### src/design/mem_pkg.sv
package mem_pkg;

  typedef logic [31:0] addr_t;  // byte address.
  typedef logic [63:0] data_t;  // one data word.
  typedef logic [7:0]  strb_t;  // byte strobes or byte enables.
  typedef logic [2:0]  burst_t; // avalon burst count.

  // low address bits that pick a byte within a word.
  localparam int word_offset_bits = 3;

  localparam addr_t offset_mask = addr_t'((1 << word_offset_bits) - 1);
  localparam strb_t strb_all = '1;
  localparam burst_t burst_one = burst_t'(1); // single beat only.

endpackage

### src/design/avl_master.sv
`timescale 1ns/1ns

module avl_master import mem_pkg::*; (
  input  logic   clock,
  input  logic   reset,
  input  logic   head_valid,
  input  addr_t  head_addr,
  input  data_t  head_wdata,
  input  strb_t  head_wstrb,
  output logic   head_pop,
  output logic   rsp_valid,
  output data_t  rsp_rdata,
  output addr_t  m_avl_address,
  output strb_t  m_avl_byteenable,
  output logic   m_avl_read,
  output logic   m_avl_write,
  output data_t  m_avl_writedata,
  output burst_t m_avl_burstcount,
  output logic   m_avl_lock,
  input  data_t  m_avl_readdata,
  input  logic   m_avl_waitrequest,
  input  logic   m_avl_readdatavalid
);

  typedef enum logic [1:0] {
    idle,
    load,
    store
  } state_t;

  state_t state;
  state_t state_next;
  logic   read_next;
  logic   write_next;
  logic   rsp_next;
  data_t  rdata_next;
  logic   is_load;
  logic   accepted;

  // the head entry is taken only from idle.
  assign head_pop = (state == idle) && head_valid;
  assign is_load = (head_wstrb == '0);
  assign accepted = (m_avl_read || m_avl_write) && !m_avl_waitrequest;

  always_comb begin
    state_next = state;
    read_next = m_avl_read && !accepted;  // drop after acceptance.
    write_next = m_avl_write && !accepted;
    rsp_next = 1'b0;
    rdata_next = '0;
    case (state)
      idle: begin
        if (head_valid) begin
          if (is_load) begin
            state_next = load;
            read_next = 1'b1;
          end else begin
            state_next = store;
            write_next = 1'b1;
          end
        end
      end
      load: begin
        if (m_avl_readdatavalid) begin
          state_next = idle;
          rsp_next = 1'b1;
          rdata_next = m_avl_readdata;
        end
      end
      store: begin
        if (accepted) begin
          state_next = idle;
          rsp_next = 1'b1; // stores answer with zero data.
        end
      end
      default: begin
        state_next = idle;
      end
    endcase
  end

  always_ff @(posedge clock) begin
    if (!reset) begin
      state <= idle;
      m_avl_read <= 1'b0;
      m_avl_write <= 1'b0;
      rsp_valid <= 1'b0;
    end else begin
      state <= state_next;
      m_avl_read <= read_next;
      m_avl_write <= write_next;
      rsp_valid <= rsp_next;
    end
  end

  // command payload loads on pop and holds through waitrequest.
  always_ff @(posedge clock) begin
    if (head_pop) begin
      m_avl_address <= head_addr & ~offset_mask;
      m_avl_byteenable <= is_load ? strb_all : head_wstrb;
      m_avl_writedata <= head_wdata;
    end
    rsp_rdata <= rdata_next;
  end

  assign m_avl_burstcount = burst_one;
  assign m_avl_lock = 1'b0;

endmodule

### config.mk
export PLATFORM = sky130hd
export DESIGN_NAME = avl_master
export DESIGN_NICKNAME = d
export VERILOG_FILES = /design/src/design/mem_pkg.sv /design/src/design/avl_master.sv
export SDC_FILE = /design/constraint.sdc
export NUM_CORES = 1
export LEC_CHECK = 0
export BUFFER_PORTS_ARGS = -buffer_cell sky130_fd_sc_hd__buf_2
export CAP_MARGIN = 25
export CORE_ASPECT_RATIO = 0.9
export CORE_UTILIZATION = 30
export DETAILED_ROUTE_END_ITERATION = 8
export GPL_ROUTABILITY_DRIVEN = 0
export GPL_TIMING_DRIVEN = 0
export PLACE_DENSITY = 0.71
export SLEW_MARGIN = 20
export SYNTH_ARGS = -nofsm -noshare
export SYNTH_HDL_FRONTEND = slang
export SYNTH_SLANG_ARGS = --single-unit
### constraint.sdc
create_clock -name clock -period 3.4 [get_ports clock]
set_clock_uncertainty 0.1 [all_clocks]
set_input_delay 0.17 -clock clock [delete_from_list [all_inputs] [get_ports clock]]
set_output_delay 0.17 -clock clock [all_outputs]
set_load 0.01 [all_outputs]
# Word-level counts from Yosys, hierarchy flattened

Index checks and enable logic that the tools add are counted.

Flip-flop bits (word level): 170
Bits of input ports: 173
Output and inout bits: 176
Word-level logic and storage cells: 38

Equality and inequality tests: 5
Multiplexer cells: 14
Reductions and logical operators: 11

Operator list:

| kind                                                             | number |
|---|---|
| 8-bit zero test                                                  | 1 |
| 1-bit 2-to-1 mux                                                 | 8 |
| 2-bit 2-to-1 mux                                                 | 4 |
| 2-bit != test (second input constant)                            | 3 |
| 2-bit case mux with 3 select lines                               | 1 |
| 1-bit logical AND                                                | 4 |
| 3-bit AND reduction                                              | 1 |
| 2-bit by 1-bit == test with 1-bit output (second input constant) | 1 |
| 2-bit == test (second input constant)                            | 1 |
| 1-bit zero test                                                  | 2 |
| 2-bit zero test                                                  | 1 |
| 1-bit case mux with 2 select lines                               | 1 |
| 2-bit AND reduction                                              | 1 |
| 1-bit logical OR                                                 | 1 |

# Depth between registers and ports, before layout

Depth in word-level cells: 7
Mapped depth: 6
Gate-level depth less buffers: 6

# Worst setup path before layout

OpenSTA, ideal clock, no wires.

Path type: reg-to-reg
Start: register state[0]
End: register state[0]
Library setup time: 0.092 ns
Arrival: 3.122 ns
Data required time: 3.208 ns
Setup slack: 0.086 ns
Cell stages (with the launch flop): 7
Buffers on the path: 0
Period minus slack after synthesis: 3.314 ns
Cell sequence: dfxtp_1 inv_1 ha_1 nand2_1 inv_1 nand3_1 o32ai_1

Longest elaborated chain between the ends: 3

RTL lines:

| item                                  | line             | text |
|---|---|---|
| start: declaration                    | avl_master.sv:31 | `state_t state;` |
| start signal: assignment              | avl_master.sv:84 | `state <= idle;` |
| start signal: assignment              | avl_master.sv:89 | `state <= state_next;` |
| 2-bit == test (tied with other cells) | avl_master.sv:51 | `case (state)` |
| 2-bit != test (no line)               | -                |  |
| 3-bit AND reduction (no line)         | -                |  |

Parallel ways exist; a longest one is shown, timed or not.
A chain may end at the register's enable or synchronous reset.

# Worst setup path after layout

Start: register state[0]
End: output port head_pop

Longest elaborated chain between the ends: 2

RTL lines:

| item              | line             | text |
|---|---|---|
| 2-bit zero test   | avl_master.sv:41 | `assign head_pop = (state == idle) && head_valid;` |
| 1-bit logical AND | avl_master.sv:41 |  |
| end: declaration  | avl_master.sv:10 | `output logic head_pop,` |

Every way passes these cells.

==> run summary <==
Wl on met1: 6390 um
Port bufs: 338
Crit Path Class: reg2out
Pre-antenna DRT Iters: 5
Global-route wire length before repair: 25700 um
Vias in the first global route: 4622
Post-CTS Setup Bufs: 0
Total Die Area: 0.0179 mm2
Status: finished clean
Fillcell total: 1351
Final Util: 0.563
Post-synth top area share: 0.581
Worst slack, placed: 1470 ps
Area grow syn2layout: 82.7%
Post-route ant nets: 0
Setup_tns: 0 ps
Combinational cell fraction of total power: 0.107
Period minus WS final: 2100 ps
CP Max Fanout: 47
Clk root buf: clkbuf_16
GRT overflow: 0
Most numerous cell in the Yosys netlist: edfxtp_1
Hold WC Path Type: in2reg
WL met3: 1380 um
RSZ-0062 raised after global routing: no
Max-Cap Viols: 0
Number of DRC markers in iteration 0: 189
Power per cell area: 501 mW/mm2
Slack of the critical path: 1300 ps
Crit-path cells: inv_1 > ha_1 > nand2_1 > inv_6 > buf_2
Post-Syn Area: 0.00522 mm2
WL met2: 9350 um
HPWL after DPL: 10700 um
Worst-case clock buffer depth: 2
GRT Total Usage: 0.195
Final instance area: 0.00954 mm2
Via count: 4468
Die Span Y: 127 um
Dpl cell area: 0.00726 mm2
Internal power: 3.63 mW
Skew-Pair Late Insertion Delay: 420 ps
VDD IR max: 0.346 mV
Gate Count Post-Synth: 295
Clock sink count: 170
Layout cells sized above 1: 0.459
Fin. max-slew vios: 0
Buf/Inv on CP: 3
Register area share after synthesis: 0.845
DR DRC count: 0
Clock network fraction of total power: 0.407
Top FF cell, synth: edfxtp_1
Sw Pwr: 1.15 mW
Hold Vio Cnt, Final: 0
Netlist cell types: 23
Level count of the clock H-tree: 4
WL/cell: 16.4 um
Synthesis-stage register bit count: 170
Post-synth EDFFs: 101
LEAKAGE: 4.57 nW
Top Layer Used: met4
Worst Setup End Kind: output pin
Row count: 45
Synth warnings: 0
FMAX: 0.476 GHz
Clk slew on worst S/H paths: 70 ps
Horiz. Die Dim: 141 um
Largest net degree at the start of global routing: 58
Top cells by area, synth: edfxtp_1 58%, dfxtp_1 26%, and3_1 7.8%, buf_4 1.0%, nand2b_1 0.96%
Fin crit share: 0.618
Ys async rst share: 0
Core area: 0.0169 mm2
WL final: 17600 um
Critical Path RT: 3130 ps
Switching share of power: 0.241
Reg power frac: 0.486
CTS tree: yes
Worst EP arrival: 1830 ps
Leading area contributor after synthesis: edfxtp_1
Cts bufs inserted: 17
Diode count: 0
Worst setup SP type: flop
Post-synth top cells: 101 x edfxtp_1, 69 x dfxtp_1, 65 x and3_1
Worst path max stage delay: 380 ps
IO Pins: 349
Slowest stage cell, crit path: inv_6
Cell family with the largest share of critical-path delay: buffers and inverters
Number of setup violations in the final report: 0
Syn_area_per_cell: 17.7 um2
Initial antenna violation count: 0
Fin nets: 1002
Initial core utilization: 0.308
Vias per cell: 4.16
cell type report:
| type | count | area, um2 | share of cell area |
|---|---|---|---|
| buffer | 21 | 114 | 0.0119 |
| clock buffer | 17 | 425 | 0.0446 |
| clock inverter | 15 | 173 | 0.0181 |
| inverter | 7 | 31.3 | 0.00328 |
| multi-input combinational | 102 | 686 | 0.0719 |
| sequential | 170 | 4410 | 0.463 |
| tap | 235 | 294 | 0.0308 |
| timing repair buffer | 507 | 3400 | 0.357 |
routing by layer:
layer | track usage | vias to the layer above
met5 | 0 | -
met1 | 0.198 | 2077
li1 | - | 2125
met4 | 0.0793 | 0
met2 | 0.362 | 234
met3 | 0.0712 | 32
final timing paths:
| path | startpoint | endpoint | slack [ps] | cells past startpoint |
|---|---|---|---|---|
| worst max-delay path | state[0] | head_pop | 1300 | 5 |
| worst min-delay path | head_valid | state[1] | 40 | 4 |
| worst max register to register | state[0] | m_avl_writedata[20] | 1450 | 5 |
| worst min register to register | m_avl_read | m_avl_read | 410 | 2 |
through the flow:
stage | power (mW) | hold slack, ps | std cells
6_report | 4.78 | 40.0 | 1074
5_1_grt | 4.96 | 64.5 | 1074
4_1_cts | 4.80 | 11.6 | 1074
3_5_place_dp | 2.71 | 248 | 874
3_3_place_gp | 2.70 | 247 | 873
2_1_floorplan | 2.50 | 169 | 300
flip-flops by register name, summed over array words and instances, names as in the netlist:
register / count
m_avl_byteenable: 8
m_avl_writedata: 64
rsp_valid: 1
m_avl_read: 1
rsp_rdata: 64
m_avl_write: 1
state: 2
m_avl_address: 29
cells in the final DEF (no fill, tap or decap), types with 4 or more instances in the layout:
cell type	synthesis	layout
nand2b_1	8	8
and3_1	65	65
inv_1	7	6
buf_4	7	7
inv_8	0	4
dlygate4sd3_1	0	168
edfxtp_1	101	101
buf_2	1	339
clkbuf_1	12	12
dfxtp_1	69	69
conb_1	2	7
clkbuf_16	0	17
nand2_1	5	5
inv_6	0	5
worst reg2reg max path: stages, from the launching register on:
cell and delay (ps):
dfxtp_1 320, inv_1 100, ha_1 180, nand2_1 180, inv_6 380, buf_16 350
power by group through the flow:
stage	Clock [mW]	Sequential [mW]	Combinational, mW
floorplan	0	2.43	0.0711
global placement	0	2.37	0.329
detailed placement	0	2.36	0.345
CTS	1.98	2.32	0.503
global route	2.09	2.33	0.547
finish	1.94	2.32	0.512
timing repair:
item | 4_1_cts | 5_1_grt
resized for setup | 0 | 0
hold buffers | 168 | 0
endpoints found under the hold margin | 170 | 0
cells by family after synthesis:
kind of cell	count (synthesis)	synth area share
AOI/OAI and AO/OA	9	0.0165
DFF	170	0.845
buffers and inverters	28	0.0268
adders and majority gates	3	0.00719
other	2	0.00144
and+or+nand+nor	83	0.103
Power figures use the tool's default switching activity.
