File: src/design/mem_pkg.sv
package mem_pkg;

  typedef logic [31:0] addr_t;  // byte address.
  typedef logic [63:0] data_t;  // one data word.
  typedef logic [7:0]  strb_t;  // byte strobes or byte enables.
  typedef logic [2:0]  burst_t; // avalon burst count.

  // low address bits that pick a byte within a word.
  localparam int word_offset_bits = 3;

  localparam addr_t offset_mask = addr_t'((1 << word_offset_bits) - 1);
  localparam strb_t strb_all = '1;
  localparam burst_t burst_one = burst_t'(1); // single beat only.

endpackage

File: src/design/req_fifo.sv
`timescale 1ns/1ns

module req_fifo import mem_pkg::*; #(
  parameter int fifo_depth = 4
) (
  input  logic  clock,
  input  logic  reset,
  input  logic  push,
  input  addr_t push_addr,
  input  data_t push_wdata,
  input  strb_t push_wstrb,
  input  logic  head_pop,
  output logic  full,
  output logic  head_valid,
  output addr_t head_addr,
  output data_t head_wdata,
  output strb_t head_wstrb
);

  localparam int ptr_bits = $clog2(fifo_depth);
  localparam int count_bits = $clog2(fifo_depth + 1);

  addr_t addr_mem [fifo_depth];
  data_t wdata_mem [fifo_depth];
  strb_t wstrb_mem [fifo_depth];

  logic [ptr_bits-1:0]   wr_ptr;
  logic [ptr_bits-1:0]   rd_ptr;
  logic [count_bits-1:0] count;
  logic                  do_pop;

  assign do_pop = head_pop && head_valid;
  assign full = (count == count_bits'(fifo_depth));
  assign head_valid = (count != '0);

  assign head_addr = addr_mem[rd_ptr];
  assign head_wdata = wdata_mem[rd_ptr];
  assign head_wstrb = wstrb_mem[rd_ptr];

  always_ff @(posedge clock) begin
    if (!reset) begin
      wr_ptr <= '0;
      rd_ptr <= '0;
      count <= '0;
    end else begin
      if (push) begin
        wr_ptr <= wr_ptr + 1'b1; // wraps, depth is a power of two.
      end
      if (do_pop) begin
        rd_ptr <= rd_ptr + 1'b1;
      end
      case ({push, do_pop})
        2'b10: count <= count + 1'b1;
        2'b01: count <= count - 1'b1;
        default: count <= count; // none, or push and pop together.
      endcase
    end
  end

  always_ff @(posedge clock) begin
    if (push) begin
      addr_mem[wr_ptr] <= push_addr;
      wdata_mem[wr_ptr] <= push_wdata;
      wstrb_mem[wr_ptr] <= push_wstrb;
    end
  end

endmodule

File: config.mk
export PLATFORM = sky130hd
export DESIGN_NAME = req_fifo
export DESIGN_NICKNAME = d
export VERILOG_FILES = /design/src/design/mem_pkg.sv /design/src/design/req_fifo.sv
export SDC_FILE = /design/constraint.sdc
export NUM_CORES = 1
export LEC_CHECK = 0
export BUFFER_PORTS_ARGS = -buffer_cell sky130_fd_sc_hd__buf_4
export CELL_PAD_IN_SITES_DETAIL_PLACEMENT = 1
export CELL_PAD_IN_SITES_GLOBAL_PLACEMENT = 1
export CORE_MARGIN = 1.5
export CORE_UTILIZATION = 50
export CTS_CLUSTER_SIZE = 28
export DETAILED_ROUTE_END_ITERATION = 10
export GPL_ROUTABILITY_DRIVEN = 0
export GPL_TIMING_DRIVEN = 0
export PLACE_DENSITY = 0.84
export SLEW_MARGIN = 15
export SYNTH_ARGS = -nofsm -noshare
export SYNTH_HDL_FRONTEND = slang
export SYNTH_SLANG_ARGS = --single-unit
File: constraint.sdc
create_clock -name clock -period 4.7 [get_ports clock]
set_input_delay 0.94 -clock clock [delete_from_list [all_inputs] [get_ports clock]]
set_output_delay 0.94 -clock clock [all_outputs]
set_load 0.02 [all_outputs]
* After elaboration in Yosys (flattened, before gate mapping)
Memories as Yosys holds them, arrays and structs flattened. A register that Yosys moved wholly into a read port is not among the register bits.
Cells that the tools add are included.
** Cells by class
- Multiplexer cells :: 9
- Equal/unequal tests :: 3
- $add $sub $neg :: 4
- Reductions and logical operators :: 3
** Operator list (count)
- 2-bit 2-to-1 mux :: 6
- 3-bit one-hot mux with 2 select lines :: 1
- 2-bit by 1-bit adder with 2-bit output (second input constant) :: 2
- 3-bit by 1-bit adder with 3-bit output (second input constant) :: 1
- 3-bit == test (second input constant) :: 1
- 3-bit nonzero test :: 1
- 3-bit by 1-bit subtractor with 3-bit output (second input constant) :: 1
- 2-bit by 1-bit == test with 1-bit output (second input constant) :: 1
- 2-bit == test (second input constant) :: 1
- 1-bit 2-to-1 mux :: 2
- 2-bit nonzero test :: 1
- 1-bit logical AND :: 1
** Word-level totals
- Bits in registers :: 7
- Memories :: 3
- Bits in writable memories :: 416
** Memories
- wdata_mem :: depth 4, width 64, read ports 1, clocked after memory_dff 1, wr ports 1, RTL line req_fifo.sv:24 : data_t wdata_mem [fifo_depth];
- addr_mem :: depth 4, width 32, read ports 1, clocked after memory_dff 1, wr ports 1, RTL line req_fifo.sv:23 : addr_t addr_mem [fifo_depth];
- wstrb_mem :: depth 4, width 8, read ports 1, clocked after memory_dff 1, wr ports 1, RTL line req_fifo.sv:25 : strb_t wstrb_mem [fifo_depth];

* Logic depth before layout (Yosys ltp)
Gate-level depths: netlist (run 1).
- Depth after elaboration :: 4
- Gate-level depth with buffers :: 7

* Worst setup path after synthesis (run 1)
Ideal clock, no wire load.
- Kind :: in2reg
- Start point :: input port push
- End point :: memory addr_mem[0][0] (netlist bit) (enable)
- Path slack :: 0.888 ns
- Buffers on the path :: 0
- Library setup time :: 0.474 ns
- Required time :: 4.226 ns
- Stages :: 1
- Data arrival time :: 3.338 ns
- Cells stage by stage :: and2_1
** Between the ends
- Longest elaborated chain between the ends :: 2
** RTL lines
- start: declaration :: RTL line req_fifo.sv:8 : input logic push,
- 1-bit 2-to-1 mux :: RTL line req_fifo.sv:61 : if (push) begin
- 1-bit 2-to-1 mux (not written as such) :: RTL line req_fifo.sv:62 : addr_mem[wr_ptr] <= push_addr;
- end: declaration :: RTL line req_fifo.sv:23
Every way passes these cells.

==> results.md, run 1 <==
* Largest fanout on the critical path at 10
* Final net count at 971
* Mean post-synth cell area at 26.2 um2
* Ports at 214
* Mux cell area share after synthesis at 15.2%
* #FFs+latches synth at 425
* Layout cells sized above 1 at 45.3%
* Antenna Diode Count at 0
* Post CTS Setup Buffer Count at 0
* Seq pwr share at 45.2%
* Die width at 179 um
* Top cell type's share of synthesized area at 80.6%
* Crit path capture type: output port
* Post-synthesis compound-gate area fraction at 0.226%
* Post-DR wirelength/cell at 24.4 um
* Max Cap Viol at 0
* Final Setup Violations at 0
* CTS root buffer: clkbuf_16
* Crit start category: flip-flop
* Dpl cell area at 0.0178 mm2
* Vias in the first global route at 7804
* Layout Utilization at 62.8%
* Fin Clk Skew at 10.9 ps
* Final Instance Area at 0.0191 mm2
* DR WL met2 at 16.0 mm
* PD cells at 512 mW/mm2
* Synth Area in Simple Gates at 0.590%
* Initial Utilization at 50.8%
* Post-route ant nets at 0
* Port Buf Inserts at 213
* Post-Synth XOR/XNOR Area at 0.283%
* Dominant cell type by area after synthesis: edfxtp_1
* Dpl ws at 1910 ps
* # DRC at 0
* Iteration-0 DRC count of the detailed router at 382
* P&R area growth vs syn at 23.6%
* DR top layer: met4
* Sw frac at 25.4%
* Die H at 179 um
* Hold crit path type: reg -> reg
* Leak Pwr at 6.45 nW
* Power Internal at 7.30 mW
* Distinct cell type count after synthesis at 22
* RSZ-0062 raised after global routing: false
* Relative slew slack at 51.3%
* CP required at 3760 ps
* Clk pin slew, worst setup/hold paths at 60 ps
* Final wirelength at 31.3 mm
* Status: complete, no violations
* Via/cell ratio at 5.48
* Later-pin clock latency in the skew report at 520 ps
* Global Route Usage Sum at 19.8%
* Final Max Tran Viols at 0
* TritonCTS clock tree: built
* FMAX at 0.306 GHz
* Final hold viol count at 0
* Die area at 0.0320 mm2
* Net Switching at 2.49 mW
* Sequential cell area fraction in the yosys report at 81.8%
* Slowest cell on the critical path: buf_2
* Combinational Power Share at 22.0%
* Syn_nets at 705
* Worst path most repeated cell: buf_2
* Crit path DAT at 2330 ps
* CTS H-tree lvls at 2
* Commonest non-fill, non-tap cell in the layout: edfxtp_1
* Min-delay src: rd_ptr[0]
* Gate Count Post-Synth at 591
* Clock power share at 32.9%
* Wire length of the first global-routing pass at 46.3 mm
* Commonest non-fill, non-tap cells in the layout: edfxtp_1 (416), buf_4 (213), mux4_2 (104)
* CP Cell Sequence: clkbuf_1, buf_2, buf_2, mux4_2, buf_4
* Slew @ Worst Pin at 731 ps
* Core area at 0.0305 mm2
* Clock Path Buffers at 3
* Hold_buf cts at 0
* Fin crit period at 3270 ps
* TritonCTS sink count at 425
* Mapped Area at 0.0155 mm2
* Largest family of logic cells by synthesized area: multiplexers
* Row cnt at 64
* First drt pass iteration count at 4
* Crit-path max cell delay at 370 ps
* Setup slack, reg-to-reg at 2550 ps
* Final WS setup at 1430 ps
* Met3 routed WL at 2.34 mm
* Largest net degree at the start of global routing at 47
* Final worst-path cycle share at 69.5%
* Total gr overflow at 0
* M1 WL at 12.5 mm
* Worst vdd ir at 0.368 mV
* Vias at 7034
* Ys Warns at 0
* Fill cells at 2465
* Hpwl dp at 20.2 mm
* Resize count post-CTS at 0
* Kind of critical path: reg -> out
* Reg-to-reg startpoint: count[0]
* Adder-cell area share of the yosys netlist at 0.533%
* Total CTS buffers at 43
* Antenna violations before repair at 0
* Ranking of synthesized cells by area: edfxtp_1 (81%), mux4_2 (15%), dfxtp_1 (1.2%)
layout make-up:
type / count / area (um2) / area share (%)
Buffer: 24 / 190 / 0.993
Clock buffer: 53 / 1160 / 6.04
Clock inverter: 22 / 174 / 0.908
Inverter: 6 / 22.5 / 0.118
Multi-Input combinational cell: 136 / 2620 / 13.7
Sequential cell: 425 / 12700 / 66.2
Tap cell: 396 / 495 / 2.59
Timing Repair Buffer: 221 / 1820 / 9.50
power groups by stage:
stage,clock [mW],combinational [mW],sequential (mW)
detailed placement,0,2.20,4.50
finish,3.22,2.15,4.42
global placement,0,2.12,4.52
floorplan,0,1.34,4.50
CTS,3.30,2.21,4.42
global route,3.42,2.30,4.44
synth_stat cells:
library cell and n:
clkbuf_1 5, ha_1 5, o31a_1 1, buf_2 11
fa_1 1, and3_1 1, buf_6 1, mux4_2 104
mux2i_1 1, o311ai_0 1, a21boi_0 1, or3_1 2
buf_8 7, edfxtp_1 416, inv_1 6, o21ai_0 2
xor2_1 2, nand2_1 1, dfxtp_1 9, and2_1 8
nor2b_1 3, xnor2_1 3
critical path: cells and delay by family, from the launching register on:
family | cells | cell delay (ps)
muxes | 1 | 370
DFF | 1 | 300
buffers and inverters | 4 | 1130
flip-flops by register name (all words and copies together), names as in the netlist, named ones only:
name       flops
addr_mem     128
count          3
rd_ptr         2
wdata_mem    256
wr_ptr         2
wstrb_mem     32
path summary, 6_finish.rpt:
check / cells after the start / to
worst max-delay path: 5 / head_wdata[40]
worst max register to register: 7 / count[2]
worst min register to register: 2 / flip-flop
worst min-delay path: 2 / flip-flop
per-layer routing:
layer / up-vias / track usage (%)
li1: 3075 / -
met1: 3701 / 25.1
met2: 225 / 33.8
met3: 33 / 5.98
met4: 0 / 4.03
met5: - / 0
logic make-up (layout without fill, tap and decap cells):
| logic type | count (synthesis) | in the layout |
|---|---|---|
| AOI/OAI and AO/OA | 5 | 5 |
| xor gates and xnor gates | 5 | 5 |
| DFF | 425 | 425 |
| and+or+nand+nor | 15 | 15 |
| muxes | 105 | 105 |
| adders and majority gates | 6 | 6 |
| buffers and inverters | 30 | 326 |
metrics by stage:
stage               total power, mW  instances  TNS, ps  hold slack, ps
floorplan                      5.84        591        0             490
global placement               6.64       1200  -478510             529
detailed placement             6.70       1208        0             558
CTS                            9.93       1283        0             583
global route                   10.2       1283        0             598
finish                         9.79       1283        0             582
No activity file was read; power rests on OpenSTA's default activity.
==> run 2, diff against run 1 <==
Settings changed: CORE_UTILIZATION 50 to 45, PLACE_DENSITY 0.84 to 0.8.
Clock period 4.7 ns to 2.7 ns, I/O delays scaled along.
==> run 2 against run 1 <==
  * First-iteration DRC count fell by 13%
  * Register-to-register slack got worse by 1900 ps
  * Setup slack got worse by 1400 ps
  * Critical path type unchanged
==> results.md, run 2 (synthesis gave the netlist of run 1 again) <==
* Status: complete, no violations
* Crit path capture type: output port
* Fin Clk Skew at 23.8 ps (+12.9 ps)
* CP required at 2160 ps (-1600 ps)
* Final WS setup at 74.1 ps (-1360 ps)
* Die H at 189 um (+5.3%)
* Core area at 0.0337 mm2 (+10%)
* Largest regs: wdata_mem (256), addr_mem (128), wstrb_mem (32)
* Hold Path Stages at 1 (-1)
* Wire length of the first global-routing pass at 48.7 mm (+5.2%)
* Fill cells at 2887 (+17%)
* Clk pin slew, worst setup/hold paths at 60 ps (about the same)
* Die area at 0.0355 mm2 (+11%)
* Worst vdd ir at 0.543 mV (+48%)
* Min-delay src: push_wdata[3]
* TritonCTS clock tree: built
* Setup_tns at 0 ps (unchanged)
* R2R Path End: wdata_mem[1][61]
* Fin crit period at 2630 ps
* Setup slack, reg-to-reg at 680 ps (-1870 ps)
* TritonCTS sink count at 425 (unchanged)
* Crit start category: flip-flop
* Total gr overflow at 0 (unchanged)
* Largest fanout on the critical path at 10 (unchanged)
* Via/cell ratio at 5.27 (-3.8%)
* CTS H-tree lvls at 2 (unchanged)
* Ports at 214 (unchanged)
* Final wirelength at 32.1 mm (+2.7%)
* Iteration-0 DRC count of the detailed router at 332 (-13%)
* Final worst-path cycle share at 97.3%
* Layout cells sized above 1 at 46.2% (+0.92 points)
* Max FFs per register at 256 (unchanged)
* R2R cell count at 4 (-3)
* Antenna violations before repair at 2 (+2)
* Largest net degree at the start of global routing at 49 (+4.3%)
* Clock power share at 33.5% (+0.6 points)
* # DRC at 0 (unchanged)
* Kind of critical path: reg -> out
* Final hold viol count at 0 (unchanged)
* Hpwl dp at 20.9 mm (+3.4%)
* Row cnt at 67 (+4.7%)
* Total CTS buffers at 45 (+4.7%)
* Vias in the first global route at 8017 (+2.7%)
* Crit path DAT at 2090 ps (-240 ps)
* Relative slew slack at 46.9% (-4.3 points)
* Final net count at 972 (+0.10%)
* CTS root buffer: clkbuf_16
* P&R area growth vs syn at 24.7%
* Final Max Tran Viols at 0 (unchanged)
* Die width at 189 um (+5.3%)
* Reg-to-reg startpoint: wr_ptr[0]
* Power Internal at 12.9 mW (+76%)
* FMAX at 0.381 GHz
* Leak Pwr at 6.50 nW (+0.76%)
* Net Switching at 4.43 mW (+78%)
* Slew @ Worst Pin at 796 ps (+65.0 ps)
* Layout Utilization at 57.3% (-5.4 points)
* Hold Path Sink: wdata_mem[1][3]
* Commonest non-fill, non-tap cells in the layout: edfxtp_1 (416), buf_4 (220), mux4_2 (104)
* Max Cap Viol at 0 (unchanged)
* Dpl ws at 169 ps (-1750 ps)
* Post-route ant nets at 0 (unchanged)
* Port Buf Inserts at 213 (unchanged)
* Hold_buf cts at 0 (unchanged)
* Final Setup Violations at 0 (unchanged)
* Clock Path Buffers at 3 (unchanged)
* Seq pwr share at 44.5% (-0.7 points)
* Initial Utilization at 46.0% (-4.8 points)
* Post CTS Setup Buffer Count at 0 (unchanged)
* Global Route Usage Sum at 18.3% (-1.5 points)
* Later-pin clock latency in the skew report at 530 ps (about the same)
* Commonest non-fill, non-tap cell in the layout: edfxtp_1
* Hold crit path type: in -> reg
* RSZ-0062 raised after global routing: true
* PD cells at 896 mW/mm2 (+75%)
* Combinational Power Share at 22.0% (about the same)
* First drt pass iteration count at 4 (unchanged)
* Post-DR wirelength/cell at 23.9 um (-1.8%)
* Sw frac at 25.6% (+0.13 points)
* Vias at 7073 (+0.55%)
* Biggest register: wdata_mem
==> run 2: what timing repair did <==
item,4_1_cts,5_1_grt
setup endpoints to repair,100,33
resized for setup,15,5
pin swaps,0,0
endpoints found under the hold margin,0,0
==> run 2: worst max path at each step <==
stage	slack, ps	depth (start not counted)	endpoint	start
after detailed placement	170	5	head_wdata[35]	flip-flop
after global routing	-5	5	head_wdata[24]	flip-flop
after global placement	-780	2	wdata_mem[1][59]	push
after CTS	6	4	head_wdata[24]	flip-flop
final	70	5	head_wdata[24]	flip-flop
after floorplan	430	1	addr_mem[1][0]	push
==> run 2: metal layers <==
metal | wire, um | GRT usage [%]
met1 | 12700 | 22.7
met2 | 16600 | 31.7
met3 | 2050 | 4.67
met4 | 776 | 5.56
met5 | 0 | 0
==> run 2: stage by stage <==
stage | instances | hold WS, ps | total power, mW | cell area (um2)
after global placement | 1252 | 525 | 11.5 | 17700
after global routing | 1340 | 183 | 17.9 | 19300
after detailed placement | 1260 | 563 | 11.7 | 17900
after CTS | 1339 | 177 | 17.5 | 19300
final | 1341 | 202 | 17.3 | 19300
after floorplan | 591 | 490 | 10.2 | 15500
==> run 2: final cells by class <==
| class | instances | area [um2] | area share (%) |
|---|---|---|---|
| antenna | 2 | 5.00 | 0.0259 |
| timing repair buffer | 221 | 1800 | 9.30 |
| tap | 448 | 561 | 2.90 |
| multi-input combinational | 136 | 2620 | 13.5 |
| inverter | 6 | 22.5 | 0.117 |
| buffer | 23 | 243 | 1.26 |
| sequential | 425 | 12700 | 65.6 |
| clock inverter | 19 | 155 | 0.803 |
| clock buffer | 61 | 1250 | 6.46 |
==> run 2: power by group through the flow <==
stage                     Combinational (mW)  Clock [mW]  Sequential, mW
after floorplan                         2.34           0            7.81
after global routing                    4.05        6.12            7.74
final                                   3.80        5.80            7.71
after detailed placement                3.83           0            7.84
after global placement                  3.71           0            7.84
after CTS                               3.87        5.93            7.71
==> run 2: critical path, stage by stage, from the launching register on <==
cell and delay, ps:
dfxtp_1 320, buf_6 140, buf_12 180, buf_8 180, mux4_2 530, buf_4 180
